$ cat config.mk
export PLATFORM = sky130hd
export DESIGN_NAME = sublane_driver
export DESIGN_NICKNAME = d
export VERILOG_FILES = /design/src/sld_pkg.sv /design/src/sublane_driver.sv /design/src/vrf_write_stage.sv /design/src/lane_write_ctrl.sv /design/src/instr_sequencer.sv
export SDC_FILE = /design/constraint.sdc
export NUM_CORES = 1
export LEC_CHECK = 0
export BUFFER_PORTS_ARGS = -buffer_cell sky130_fd_sc_hd__buf_2
export CORE_ASPECT_RATIO = 0.8
export CORE_MARGIN = 3
export CORE_UTILIZATION = 53
export DETAILED_ROUTE_END_ITERATION = 10
export MAX_ROUTING_LAYER = met4
export PLACE_DENSITY = 0.76
export SYNTH_ARGS = -nofsm -noshare
export SYNTH_HDL_FRONTEND = slang
export SYNTH_SLANG_ARGS = --single-unit
$ cat constraint.sdc
create_clock -name clk_i -period 4 [get_ports clk_i]
set_input_delay 0.8 -clock clk_i [delete_from_list [all_inputs] [get_ports clk_i]]
set_output_delay 0.8 -clock clk_i [all_outputs]
set_load 0.005 [all_outputs]
$ cat src/sld_pkg.sv
// Sub-lane driver shared definitions
package sld_pkg;

    ////////////////////////////////////////////////////////////
    // Sizes
    localparam int VLANE_NUM_DEF       = 8;
    localparam int MEM_DEPTH_DEF       = 512;
    localparam int MAX_VL_PER_LANE_DEF = 256;

    ////////////////////////////////////////////////////////////
    // Vector types
    typedef logic [$clog2(MEM_DEPTH_DEF)-1:0]                     vaddr_t;  // VRF location
    typedef logic [$clog2(VLANE_NUM_DEF*MAX_VL_PER_LANE_DEF)-1:0] vl_t;
    typedef logic [3:0]                                           bwen_t;   // One 32-bit word
    typedef logic [$clog2(MAX_VL_PER_LANE_DEF):0]                 ecnt_t;   // Per-lane count

    typedef enum logic [1:0] {BYTE = 2'd1, HALF = 2'd2, WORD = 2'd3} elem_width_e;
    typedef enum logic [1:0] {NORMAL = 2'd0, STORE = 2'd1, LOAD = 2'd2} inst_kind_e;
    typedef enum logic [1:0] {ST_IDLE, ST_EXEC, ST_READ, ST_LOAD} seq_state_e;

    ////////////////////////////////////////////////////////////
    // Packed structs
    typedef struct packed {
        inst_kind_e  kind;
        elem_width_e elem_width;
        vl_t         vl;
        ecnt_t       delay;       // Pipeline delay before writes
        vaddr_t [2:0] raddr;      // Operand start locations
        vaddr_t      waddr;
    } inst_req_t;

    // Broadcast to every lane each cycle
    typedef struct packed {
        logic        write_en;
        logic        write_step;
        logic        read_step;
        logic        restart;
        elem_width_e elem_width;
        vl_t         vl;
    } lane_ctl_t;

    typedef struct packed {
        bwen_t bwen;
        logic  rd_valid;
    } lane_wr_t;

    // Next location, wrapping at the end of the lane memory
    function automatic vaddr_t vaddr_next(input vaddr_t addr, input int unsigned depth);
        return (addr == vaddr_t'(depth - 1)) ? '0 : vaddr_t'(addr + 1'b1);
    endfunction

endpackage
$ cat src/sublane_driver.sv
// Vector sub-lane driver top
`timescale 1ns/1ps

module sublane_driver #(
    parameter int VLANE_NUM = sld_pkg::VLANE_NUM_DEF,
    parameter int MEM_DEPTH = sld_pkg::MEM_DEPTH_DEF
) (
    input  logic                              clk_i,
    input  logic                              rst_i,
    // Handshake
    input  logic                              start_i,
    output logic                              ready_o,
    // Instruction fields
    input  sld_pkg::vl_t                      vl_i,
    input  sld_pkg::elem_width_e              wdata_width_i,
    input  sld_pkg::inst_kind_e               inst_kind_i,
    input  sld_pkg::ecnt_t                    inst_delay_i,
    input  sld_pkg::vaddr_t [2:0]             vrf_starting_raddr_i,
    input  sld_pkg::vaddr_t                   vrf_starting_waddr_i,
    // Load and store
    input  logic                              load_valid_i,
    input  logic                              load_last_i,
    input  sld_pkg::bwen_t [VLANE_NUM-1:0]    load_bwen_i,
    output logic                              ready_for_load_o,
    output logic                              store_data_valid_o,
    // VRF ports
    output sld_pkg::vaddr_t [2:0]             vrf_raddr_o,
    output sld_pkg::vaddr_t [VLANE_NUM-1:0]   vrf_waddr_o,
    output sld_pkg::bwen_t [VLANE_NUM-1:0]    vrf_bwen_o,
    output logic [VLANE_NUM-1:0]              read_data_valid_o
);
    import sld_pkg::*;

    inst_req_t              inst;
    lane_ctl_t              lane_ctl;
    lane_wr_t [VLANE_NUM-1:0] lane_wr;
    logic                   waddr_load;
    vaddr_t                 waddr_start;
    logic                   load_mode;

    assign inst.kind       = inst_kind_i;
    assign inst.elem_width = wdata_width_i;
    assign inst.vl         = vl_i;
    assign inst.delay      = inst_delay_i;
    assign inst.raddr      = vrf_starting_raddr_i;
    assign inst.waddr      = vrf_starting_waddr_i;

    instr_sequencer #(
        .VLANE_NUM (VLANE_NUM),
        .MEM_DEPTH (MEM_DEPTH)
    ) u_seq (
        .clk_i              (clk_i),
        .rst_i              (rst_i),
        .start_i            (start_i),
        .inst_i             (inst),
        .ready_o            (ready_o),
        .load_last_i        (load_last_i),
        .ready_for_load_o   (ready_for_load_o),
        .store_data_valid_o (store_data_valid_o),
        .raddr_o            (vrf_raddr_o),
        .lane_ctl_o         (lane_ctl),
        .waddr_load_o       (waddr_load),
        .waddr_start_o      (waddr_start),
        .load_mode_o        (load_mode)
    );

    ////////////////////////////////////////////////////////////
    // One control slice per lane
    for (genvar i = 0; i < VLANE_NUM; i++) begin : g_lane
        lane_write_ctrl #(
            .VLANE_NUM (VLANE_NUM),
            .LANE_IDX  (i)
        ) u_lane (
            .clk_i  (clk_i),
            .rst_i  (rst_i),
            .ctl_i  (lane_ctl),
            .lane_o (lane_wr[i])
        );
    end

    vrf_write_stage #(
        .VLANE_NUM (VLANE_NUM),
        .MEM_DEPTH (MEM_DEPTH)
    ) u_wr_stage (
        .clk_i             (clk_i),
        .rst_i             (rst_i),
        .lanes_i           (lane_wr),
        .waddr_load_i      (waddr_load),
        .waddr_start_i     (waddr_start),
        .load_mode_i       (load_mode),
        .load_valid_i      (load_valid_i),
        .load_bwen_i       (load_bwen_i),
        .vrf_waddr_o       (vrf_waddr_o),
        .vrf_bwen_o        (vrf_bwen_o),
        .read_data_valid_o (read_data_valid_o)
    );

endmodule

$ cat src/vrf_write_stage.sv
// VRF write port stage
`timescale 1ns/1ps

module vrf_write_stage #(
    parameter int VLANE_NUM = sld_pkg::VLANE_NUM_DEF,
    parameter int MEM_DEPTH = sld_pkg::MEM_DEPTH_DEF
) (
    input  logic                                  clk_i,
    input  logic                                  rst_i,
    input  sld_pkg::lane_wr_t [VLANE_NUM-1:0]     lanes_i,
    input  logic                                  waddr_load_i,
    input  sld_pkg::vaddr_t                       waddr_start_i,
    input  logic                                  load_mode_i,
    input  logic                                  load_valid_i,
    input  sld_pkg::bwen_t [VLANE_NUM-1:0]        load_bwen_i,
    output sld_pkg::vaddr_t [VLANE_NUM-1:0]       vrf_waddr_o,
    output sld_pkg::bwen_t [VLANE_NUM-1:0]        vrf_bwen_o,
    output logic [VLANE_NUM-1:0]                  read_data_valid_o
);
    import sld_pkg::*;

    bwen_t  [VLANE_NUM-1:0] bwen_d, bwen_q;
    vaddr_t [VLANE_NUM-1:0] waddr_q;
    logic   [VLANE_NUM-1:0] rd_valid_d, rd_valid_q;

    ////////////////////////////////////////////////////////////
    // Byte enable source select
    always_comb begin
        for (int i = 0; i < VLANE_NUM; i++) begin
            if (load_mode_i) begin
                bwen_d[i] = load_valid_i ? load_bwen_i[i] : '0;   // No write in a gap
            end else begin
                bwen_d[i] = lanes_i[i].bwen;
            end
            rd_valid_d[i] = lanes_i[i].rd_valid;
        end
    end

    always_ff @(posedge clk_i) begin
        if (!rst_i) begin
            bwen_q     <= '0;
            rd_valid_q <= '0;
        end else begin
            bwen_q     <= bwen_d;
            rd_valid_q <= rd_valid_d;
        end
    end

    ////////////////////////////////////////////////////////////
    // Write address per lane
    always_ff @(posedge clk_i) begin
        for (int i = 0; i < VLANE_NUM; i++) begin
            if (waddr_load_i) begin
                waddr_q[i] <= waddr_start_i;
            end else if (bwen_q[i][3]) begin
                waddr_q[i] <= vaddr_next(waddr_q[i], MEM_DEPTH);  // Top byte done
            end
        end
    end

    assign vrf_waddr_o       = waddr_q;
    assign vrf_bwen_o        = bwen_q;
    assign read_data_valid_o = rd_valid_q;

endmodule

$ cat src/lane_write_ctrl.sv
// Per-lane write and read valid control
`timescale 1ns/1ps

module lane_write_ctrl #(
    parameter int VLANE_NUM = sld_pkg::VLANE_NUM_DEF,
    parameter int LANE_IDX  = 0
) (
    input  logic               clk_i,
    input  logic               rst_i,
    input  sld_pkg::lane_ctl_t ctl_i,
    output sld_pkg::lane_wr_t  lane_o
);
    import sld_pkg::*;

    localparam int IDX_W = $bits(ecnt_t) + $bits(vl_t);

    ecnt_t            wr_cnt_q, rd_cnt_q;
    bwen_t            rot_q;
    bwen_t            rot_init, rot_step;
    logic [IDX_W-1:0] wr_idx, rd_idx;

    // Global element index owned by this lane
    assign wr_idx = IDX_W'(wr_cnt_q) * IDX_W'(VLANE_NUM) + IDX_W'(LANE_IDX);
    assign rd_idx = IDX_W'(rd_cnt_q) * IDX_W'(VLANE_NUM) + IDX_W'(LANE_IDX);

    // Byte enable pattern by element width
    always_comb begin
        case (ctl_i.elem_width)
            BYTE: begin
                rot_init = 4'b0001;
                rot_step = {rot_q[2:0], rot_q[3]};
            end
            HALF: begin
                rot_init = 4'b0011;
                rot_step = {rot_q[1:0], rot_q[3:2]};
            end
            WORD: begin
                rot_init = 4'b1111;
                rot_step = rot_q;
            end
            default: begin
                rot_init = 4'b0000;
                rot_step = 4'b0000;
            end
        endcase
    end

    always_ff @(posedge clk_i) begin
        if (!rst_i) begin
            wr_cnt_q <= '0;
            rd_cnt_q <= '0;
            rot_q    <= '0;
        end else if (ctl_i.restart) begin
            wr_cnt_q <= '0;
            rd_cnt_q <= '0;
            rot_q    <= rot_init;
        end else begin
            if (ctl_i.write_step) begin
                wr_cnt_q <= wr_cnt_q + 1'b1;
                rot_q    <= rot_step;
            end
            if (ctl_i.read_step) begin
                rd_cnt_q <= rd_cnt_q + 1'b1;
            end
        end
    end

    assign lane_o.bwen     = (ctl_i.write_en && wr_idx < IDX_W'(ctl_i.vl)) ? rot_q : '0;
    assign lane_o.rd_valid = ctl_i.read_step && (rd_idx < IDX_W'(ctl_i.vl));

endmodule

$ cat src/instr_sequencer.sv
// Instruction sequencer
`timescale 1ns/1ps

module instr_sequencer #(
    parameter int VLANE_NUM = sld_pkg::VLANE_NUM_DEF,
    parameter int MEM_DEPTH = sld_pkg::MEM_DEPTH_DEF
) (
    input  logic                    clk_i,
    input  logic                    rst_i,
    input  logic                    start_i,
    input  sld_pkg::inst_req_t      inst_i,
    output logic                    ready_o,
    input  logic                    load_last_i,
    output logic                    ready_for_load_o,
    output logic                    store_data_valid_o,
    output sld_pkg::vaddr_t [2:0]   raddr_o,
    output sld_pkg::lane_ctl_t      lane_ctl_o,
    output logic                    waddr_load_o,
    output sld_pkg::vaddr_t         waddr_start_o,
    output logic                    load_mode_o
);
    import sld_pkg::*;

    localparam int CW  = $bits(ecnt_t) + 1;   // Covers delay plus read_limit
    localparam int VLW = $bits(vl_t) + 1;

    ////////////////////////////////////////////////////////////
    // Declarations
    seq_state_e   state_q, state_d;
    inst_req_t    inst_q;
    logic         pending_q;                  // Capture cycle marker
    logic         ready_q;
    logic         accept;
    logic [CW-1:0] cnt_q;
    logic [CW-1:0] exec_last;
    logic [VLW-1:0] vl_round;
    ecnt_t        read_limit;
    logic         rd_active;
    logic         wr_window;
    vaddr_t [2:0] raddr_q;

    assign accept = start_i && ready_q;
    assign ready_o = ready_q;

    // Elements per lane, rounded up
    assign vl_round   = {1'b0, inst_q.vl} + VLW'(VLANE_NUM - 1);
    assign read_limit = ecnt_t'(vl_round >> $clog2(VLANE_NUM));
    assign exec_last  = CW'(inst_q.delay) + CW'(read_limit);

    assign rd_active = (state_q == ST_EXEC || state_q == ST_READ) &&
                       (cnt_q < CW'(read_limit));
    assign wr_window = (state_q == ST_EXEC) && (cnt_q >= CW'(inst_q.delay)) &&
                       (cnt_q < exec_last);

    ////////////////////////////////////////////////////////////
    // Mode FSM
    always_comb begin
        state_d = state_q;
        case (state_q)
            ST_IDLE: begin
                if (pending_q) begin
                    case (inst_q.kind)
                        NORMAL:  state_d = ST_EXEC;
                        STORE:   state_d = ST_READ;
                        LOAD:    state_d = ST_LOAD;
                        default: state_d = ST_IDLE;   // Unknown kind is dropped
                    endcase
                end
            end
            ST_EXEC: if (cnt_q == exec_last) state_d = ST_IDLE;
            ST_READ: if (cnt_q + 1'b1 >= CW'(read_limit)) state_d = ST_IDLE;
            ST_LOAD: if (load_last_i) state_d = ST_IDLE;
            default: state_d = ST_IDLE;
        endcase
    end

    always_ff @(posedge clk_i) begin
        if (!rst_i) begin
            state_q   <= ST_IDLE;
            pending_q <= 1'b0;
            ready_q   <= 1'b1;
            cnt_q     <= '0;
        end else begin
            state_q   <= state_d;
            pending_q <= accept;
            if (accept) begin
                ready_q <= 1'b0;
            end else if (state_q == ST_IDLE && !pending_q && !ready_q) begin
                ready_q <= 1'b1;                  // One cycle after return to idle
            end
            if (state_q == ST_IDLE) begin
                cnt_q <= '0;
            end else begin
                cnt_q <= cnt_q + 1'b1;
            end
        end
    end

    ////////////////////////////////////////////////////////////
    // Instruction capture and operand read addresses
    always_ff @(posedge clk_i) begin
        if (accept) begin
            inst_q <= inst_i;
        end
    end

    always_ff @(posedge clk_i) begin
        if (pending_q) begin
            raddr_q <= inst_q.raddr;
        end else if (rd_active) begin
            for (int j = 0; j < 3; j++) begin
                raddr_q[j] <= vaddr_next(raddr_q[j], MEM_DEPTH);
            end
        end
    end

    ////////////////////////////////////////////////////////////
    // Outputs
    assign raddr_o            = raddr_q;
    assign store_data_valid_o = (state_q == ST_READ);
    assign ready_for_load_o   = (state_q == ST_LOAD);
    assign load_mode_o        = (state_q == ST_LOAD);
    assign waddr_load_o       = pending_q;
    assign waddr_start_o      = inst_q.waddr;

    assign lane_ctl_o.write_en   = wr_window;
    assign lane_ctl_o.write_step = wr_window;
    assign lane_ctl_o.read_step  = rd_active;
    assign lane_ctl_o.restart    = pending_q;  // Lanes rewind during capture
    assign lane_ctl_o.elem_width = inst_q.elem_width;
    assign lane_ctl_o.vl         = inst_q.vl;

endmodule

==> metrics, run 1 <==
Num CTS Buffers 41; worst setup path endpoint u_wr_stage.vrf_bwen_o[20]; post-synthesis cell count 1986; clock share of power 34.8%; endpoints failing hold 0; Initial DRC Count 1602; Max Clock Skew 0.01703 ns; crit-path max FO 7; # setup viols final 136; critical path type reg -> reg; Syn Nets 2305; number of synthesized register bits 389; final wirelength 61.85 mm; crit path capture type flop; DRC violations left 0; RSZ-0062 raised after global routing yes; max-slew violations 17; VDD IR max 0.4936 mV; Crit path arrival time 4.91 ns; share of cells above drive strength 1 24.68%; DRT Pass-1 Iters 6; register area share after synthesis 45.73%; clock latency on the worst-skew pair 0.55 ns; initial antenna violation count 9; Critical R2R Capture u_wr_stage.vrf_bwen_o[20]; most common cell after layout, fill and taps aside buf_2; Psw 3219 uW; CTS tree yes; min-delay src vl_i[5]; Ports 239; Netlist cell types 70; Placer Congestion 0.9257; first-pass GRT wire length 93.02 mm; Int Power 7798 uW; Hold Crit Class in -> reg; port buffer count 238; Req. time, crit path 4.49 ns; sw frac 29.22%; Area after DPL 22740 um2; overall routing resource usage 29.00%; CTS sink cnt 389; Layout Cell Area excl Fill 25810 um2; placeable core area 37600 um2; CTS Hold Bufs 0; Least-Margin Pin Slew 1.561 ns; Final HPWL DP 39.21 mm; failing checks capacitance limit, slew limit, setup timing; number of flops mapped to enable cells by yosys 159; area delta synth->final 25.86%; max cap viols 1; Via density 6.137; commonest non-fill, non-tap cells in the layout buf_2, dfxtp_1, ha_1; power share of the sequential group 44.1%; LEAKAGE 0.01121 uW; root buffer cell clkbuf_16; Syn Area/Cell 10.33 um2; ANT nets after route 0; status complete, but fails checks; FF-to-FF path depth 21; nets@finish 2642; Post-Syn Area 20510 um2; CP startpoint kind flop; clk buf depth 3; Die W 225.9 um; vias in the first global route 17195; total die area 41110 um2; combinational group share of total power 21.1%; R2R setup slack -0.42 ns; largest net degree at the start of global routing 74; Starting Density 54.54%; worst setup path startpoint u_seq.lane_ctl_o[0]; Final Util 68.65%; final period utilization 110.6%; r2r startpoint u_seq.lane_ctl_o[0]; fin crit period 4.422 ns; final setup margin -0.4221 ns; DR WL/cell 21.72 um; Main synth FF type dfxtp_1; Fin Setup TNS -27.87 ns; ys async rst share 0%; Yosys Warn Count 0; f_max 0.2261 GHz; CTS clk-pin slew, worst paths 0.06 ns; Remaining Overflow, GRT 0; Slew headroom -4.042%; power per cell area 426.8 nW/um2; Vias 17477; chip height 181.9 um; Rows 63; H-tree Lvls 2
## stage by stage
stage	worst slack, ns	std cells	hold WS, ns	total power (uW)
6_report	-0.4221	2848	0.4226	11020
5_1_grt	-0.5707	2848	0.4119	11450
4_1_cts	-0.1572	2825	0.4028	10860
3_5_place_dp	-0.3586	2720	0.4473	6860
3_3_place_gp	-0.1787	2720	0.4344	6780
2_1_floorplan	0.001971	1986	0.4083	6035
## worst min path at each step
stage / endpoint / slack, ns / cells past startpoint
6_report: u_seq.lane_ctl_o[5] / 0.42 / 1
5_1_grt: u_seq.waddr_start_o[4] / 0.41 / 1
4_1_cts: u_seq.lane_ctl_o[5] / 0.40 / 1
3_5_place_dp: u_wr_stage.read_data_valid_o[7] / 0.45 / 1
3_3_place_gp: u_wr_stage.read_data_valid_o[7] / 0.43 / 1
2_1_floorplan: u_wr_stage.read_data_valid_o[7] / 0.41 / 1
## routing by layer
metal  vias up  GRT usage [%]  part of all wire (%)
met3       215          4.623                   7.3
met5         -              -                     0
li1       8012              -                     -
met2       795          44.97                    47
met4         0          11.51                   4.6
met1      8455          38.20                    41
## Yosys cell counts (46+ instances only)
cell,number,area [um2]
a21oi_1,66,330.3
ha_1,221,2765
nand2_1,114,427.9
dfxtp_1,230,4604
inv_1,48,180.2
o21ai_0,104,520.5
edfxtp_1,159,4775
xnor2_1,105,919.6
clkbuf_1,46,172.7
nor2_1,189,709.4
nand3_1,117,585.6
xor2_1,97,849.6
## worst max-delay path: stages, from the launching register on
cell,delay (ns)
edfxtp_1,0.40
or3_4,0.44
nand3_4,0.14
xnor2_4,0.15
ha_4,0.24
a21o_1,0.19
a21oi_2,0.18
o21ai_1,0.10
o21ai_1,0.13
nand2b_1,0.10
a21oi_2,0.16
xor2_1,0.19
ha_1,0.29
nand4_1,0.14
nor2_2,0.06
o21ai_2,0.09
and3_4,0.28
buf_6,0.13
nand3_4,0.23
nor4_4,0.36
buf_4,0.19
a22o_1,0.12
## area by class of cell
cell class / instances / area (um2)
multi-input combinational: 1480 / 11740
clock buffer: 50 / 1090
antenna: 7 / 17.52
fill: 2625 / 11790
timing repair buffer: 363 / 2561
tap: 487 / 609.3
inverter: 48 / 180.2
sequential: 389 / 9380
clock inverter: 24 / 231.5
## power by group through the flow
stage / Clock, uW / Sequential [uW] / Combinational, uW
final: 3830 / 4860 / 2330
after global routing: 4030 / 4900 / 2520
after CTS: 3840 / 4850 / 2170
after detailed placement: 0 / 4930 / 1930
after global placement: 0 / 4920 / 1860
after floorplan: 0 / 4870 / 1160
## kinds of logic after synthesis
| logic type | after synthesis | share of synthesized area, % |
|---|---|---|
| AND/OR/NAND/NOR | 636 | 15.50 |
| AO/OA/AOI/OAI | 412 | 13.83 |
| flip-flops | 389 | 45.73 |
| adder cells (fa/ha/maj) | 222 | 13.58 |
| XOR/XNOR | 202 | 8.627 |
| buffers and inverters | 117 | 2.306 |
| multiplexers | 8 | 0.4209 |
## state kept, by name, indices dropped and copies added, names as in the netlist
name / flops
u_seq.waddr_start_o: 9
u_seq.cnt_q: 10
u_seq.raddr_o: 27
u_seq.waddr_load_o: 1
u_wr_stage.vrf_waddr_o: 72
u_wr_stage.read_data_valid_o: 8
u_wr_stage.vrf_bwen_o: 32
g_lane.u_lane.wr_cnt_q: 72
u_seq.ready_o: 1
g_lane.u_lane.rd_cnt_q: 72
g_lane.u_lane.rot_q: 32
u_seq.inst_q: 38
u_seq.lane_ctl_o: 13
u_seq.state_q: 2
## timing repair
action	CTS	global route
hold endpoints to repair	0	0
endpoints found under the setup margin	135	229
resized for setup	156	67
cloned	7	1
setup buffers	24	17
pin swaps	109	61
No activity file was read; power rests on OpenSTA's default activity.
==> run 2: changes to the inputs <==
--- a/config.mk
+++ b/config.mk
@@ -6,7 +6,6 @@
 export NUM_CORES = 1
 export LEC_CHECK = 0
 export BUFFER_PORTS_ARGS = -buffer_cell sky130_fd_sc_hd__buf_2
-export CORE_ASPECT_RATIO = 0.8
 export CORE_MARGIN = 3
 export CORE_UTILIZATION = 53
 export DETAILED_ROUTE_END_ITERATION = 10
==> run 2 against run 1 <==
  * The flow finishes with violations (setup timing)
  * Die area is essentially flat
  * First-iteration DRC count shrank 11%
  * Sequential cell count is the same
  * Register-to-register slack gained 0.31 ns
  * Clock skew grew 0.012 ns
  * Total power shrank 0.44%
==> metrics, run 2 (synthesized netlist as in run 1, its figures left out) <==
final period utilization 102.8%; DRT Pass-1 Iters 6; Final HPWL DP 39.03 mm; power per cell area 434.5 nW/um2; share of cells above drive strength 1 22.64%; max cap viols 0; min-delay src vrf_starting_raddr_i[18]; endpoints failing hold 0; placed insts 2730; R2R setup slack -0.11 ns; Overall Power 10970 uW; root buffer cell clkbuf_16; final setup margin -0.1130 ns; CTS tree yes; Crit path arrival time 4.63 ns; CP startpoint kind flop; crit path capture type flop; H-tree Lvls 2; port buffer count 238; Worst path max stage delay 0.50 ns; Ports 239; Slew headroom 15.96%; Placer Congestion 0.9225; final wirelength 57.31 mm; Critical R2R Capture g_lane[5].u_lane.wr_cnt_q[8]; initial antenna violation count 4; vias in the first global route 16403; Worst path most repeated cell a21oi_2; status complete, but fails checks; worst setup path startpoint u_seq.lane_ctl_o[0]; DRC violations left 0; CTS sink cnt 389; Remaining Overflow, GRT 0; critical path type reg -> reg; post-route insts no fill 2836; ANT nets after route 0; DR WL/cell 20.21 um; total die area 41090 um2; r2r startpoint u_seq.lane_ctl_o[0]; Max Clock Skew 0.02922 ns; Crit-path slowest cell or4_4; nets@finish 2604; clk buf depth 3; worst setup path endpoint g_lane[5].u_lane.wr_cnt_q[8]; LEAKAGE 0.01088 uW; Filler cells 2857; # setup viols final 73; VDD IR max 0.3231 mV; FF-to-FF path depth 21; failing checks setup timing; area delta synth->final 23.08%; Hold Crit Class in -> reg; RSZ-0062 raised after global routing yes; Least-Margin Pin Slew 1.258 ns; Num CTS Buffers 42; fin crit period 4.113 ns; Initial DRC Count 1430; Starting Density 54.07%; placeable core area 37930 um2; commonest non-fill, non-tap cells in the layout buf_2, dfxtp_1, ha_1; Critical Path Stages 21; crit-path leading delay family simple AND/OR/NAND/NOR gates; CTS clk-pin slew, worst paths 0.07 ns; f_max 0.2431 GHz; Vias 16975; largest net degree at the start of global routing 77; first-pass GRT wire length 87.71 mm; Die W 202.7 um; Req. time, crit path 4.52 ns; overall routing resource usage 27.08%; most common cell after layout, fill and taps aside buf_2; chip height 202.7 um; Critical Path, Cell by Cell buf_6 -> nor3_4 -> xnor2_2 -> ha_2 -> fa_2 -> a21o_1 -> a21oi_2 -> o21ai_2 -> o21ai_1 -> nand2b_1 -> a21oi_2 -> xor2_1 -> ha_1 -> nand4_1 -> nor2_2 -> o21ai_2 -> and3_4 -> nand2_4 -> buf_6 -> or4_4 -> a21oi_2; max-slew violations 0; Rows 71; Final Util 66.54%; Critical path buffers and inverters 2; clock latency on the worst-skew pair 0.59 ns; crit-path max FO 6; Via density 5.986
[run 2: report_power, final]
part	switching (uW)	total, uW	internal [uW]	leakage (uW)
clock	1670	4020	2340	0.000712
sequential	309	4850	4540	0.00337
combinational	1180	2100	918	0.00680
total	3170	11000	7800	0.0109
[run 2: timing repair]
item | 4_1_cts | 5_1_grt
pin swaps | 20 | 71
gates resized for setup | 41 | 121
endpoints found under the setup margin | 134 | 139
cloned | 2 | 3
setup buffers | 12 | 6
hold buffers | 0 | 0
[run 2: area by class of cell]
| class | instances | area, um2 | area share [%] |
|---|---|---|---|
| Timing Repair Buffer | 324 | 2091 | 8.283 |
| Clock inverter | 15 | 177.7 | 0.7039 |
| Clock buffer | 63 | 1267 | 5.021 |
| Tap cell | 511 | 639.4 | 2.533 |
| Antenna cell | 6 | 15.01 | 0.05948 |
| Multi-Input combinational cell | 1480 | 11490 | 45.51 |
| Sequential cell | 389 | 9383 | 37.17 |
| Inverter | 48 | 180.2 | 0.7138 |
[run 2: metrics by stage]
stage               cell area, um2  worst slack [ns]  hold WS (ns)  setup TNS (ns)
global placement             22680           -0.1234        0.4293          -2.346
detailed placement           22680           -0.3048        0.4319          -19.67
global route                 25240           -0.2978        0.3652          -24.35
finish                       25240           -0.1130        0.3791          -2.830
CTS                          24430          -0.04594        0.3554         -0.1214
floorplan                    20540          0.001971        0.4083               0
[run 2: how the worst min path moves through the flow]
stage                                           end  slack [ns]  cells past startpoint
floorplan           u_wr_stage.read_data_valid_o[7]        0.41                      1
detailed placement  u_wr_stage.read_data_valid_o[7]        0.43                      1
CTS                                u_seq.inst_q[27]        0.36                      1
finish                             u_seq.inst_q[27]        0.38                      1
global route                        u_seq.inst_q[9]        0.37                      1
global placement    u_wr_stage.read_data_valid_o[7]        0.43                      1
[run 2: layer usage]
| metal | GRT usage, % | vias up | wire length (um) |
|---|---|---|---|
| met5 | - | - | 0 |
| li1 | - | 7942 | - |
| met1 | 33.38 | 8170 | 22570 |
| met4 | 8.562 | 0 | 1874 |
| met3 | 5.099 | 138 | 4767 |
| met2 | 45.28 | 725 | 28110 |
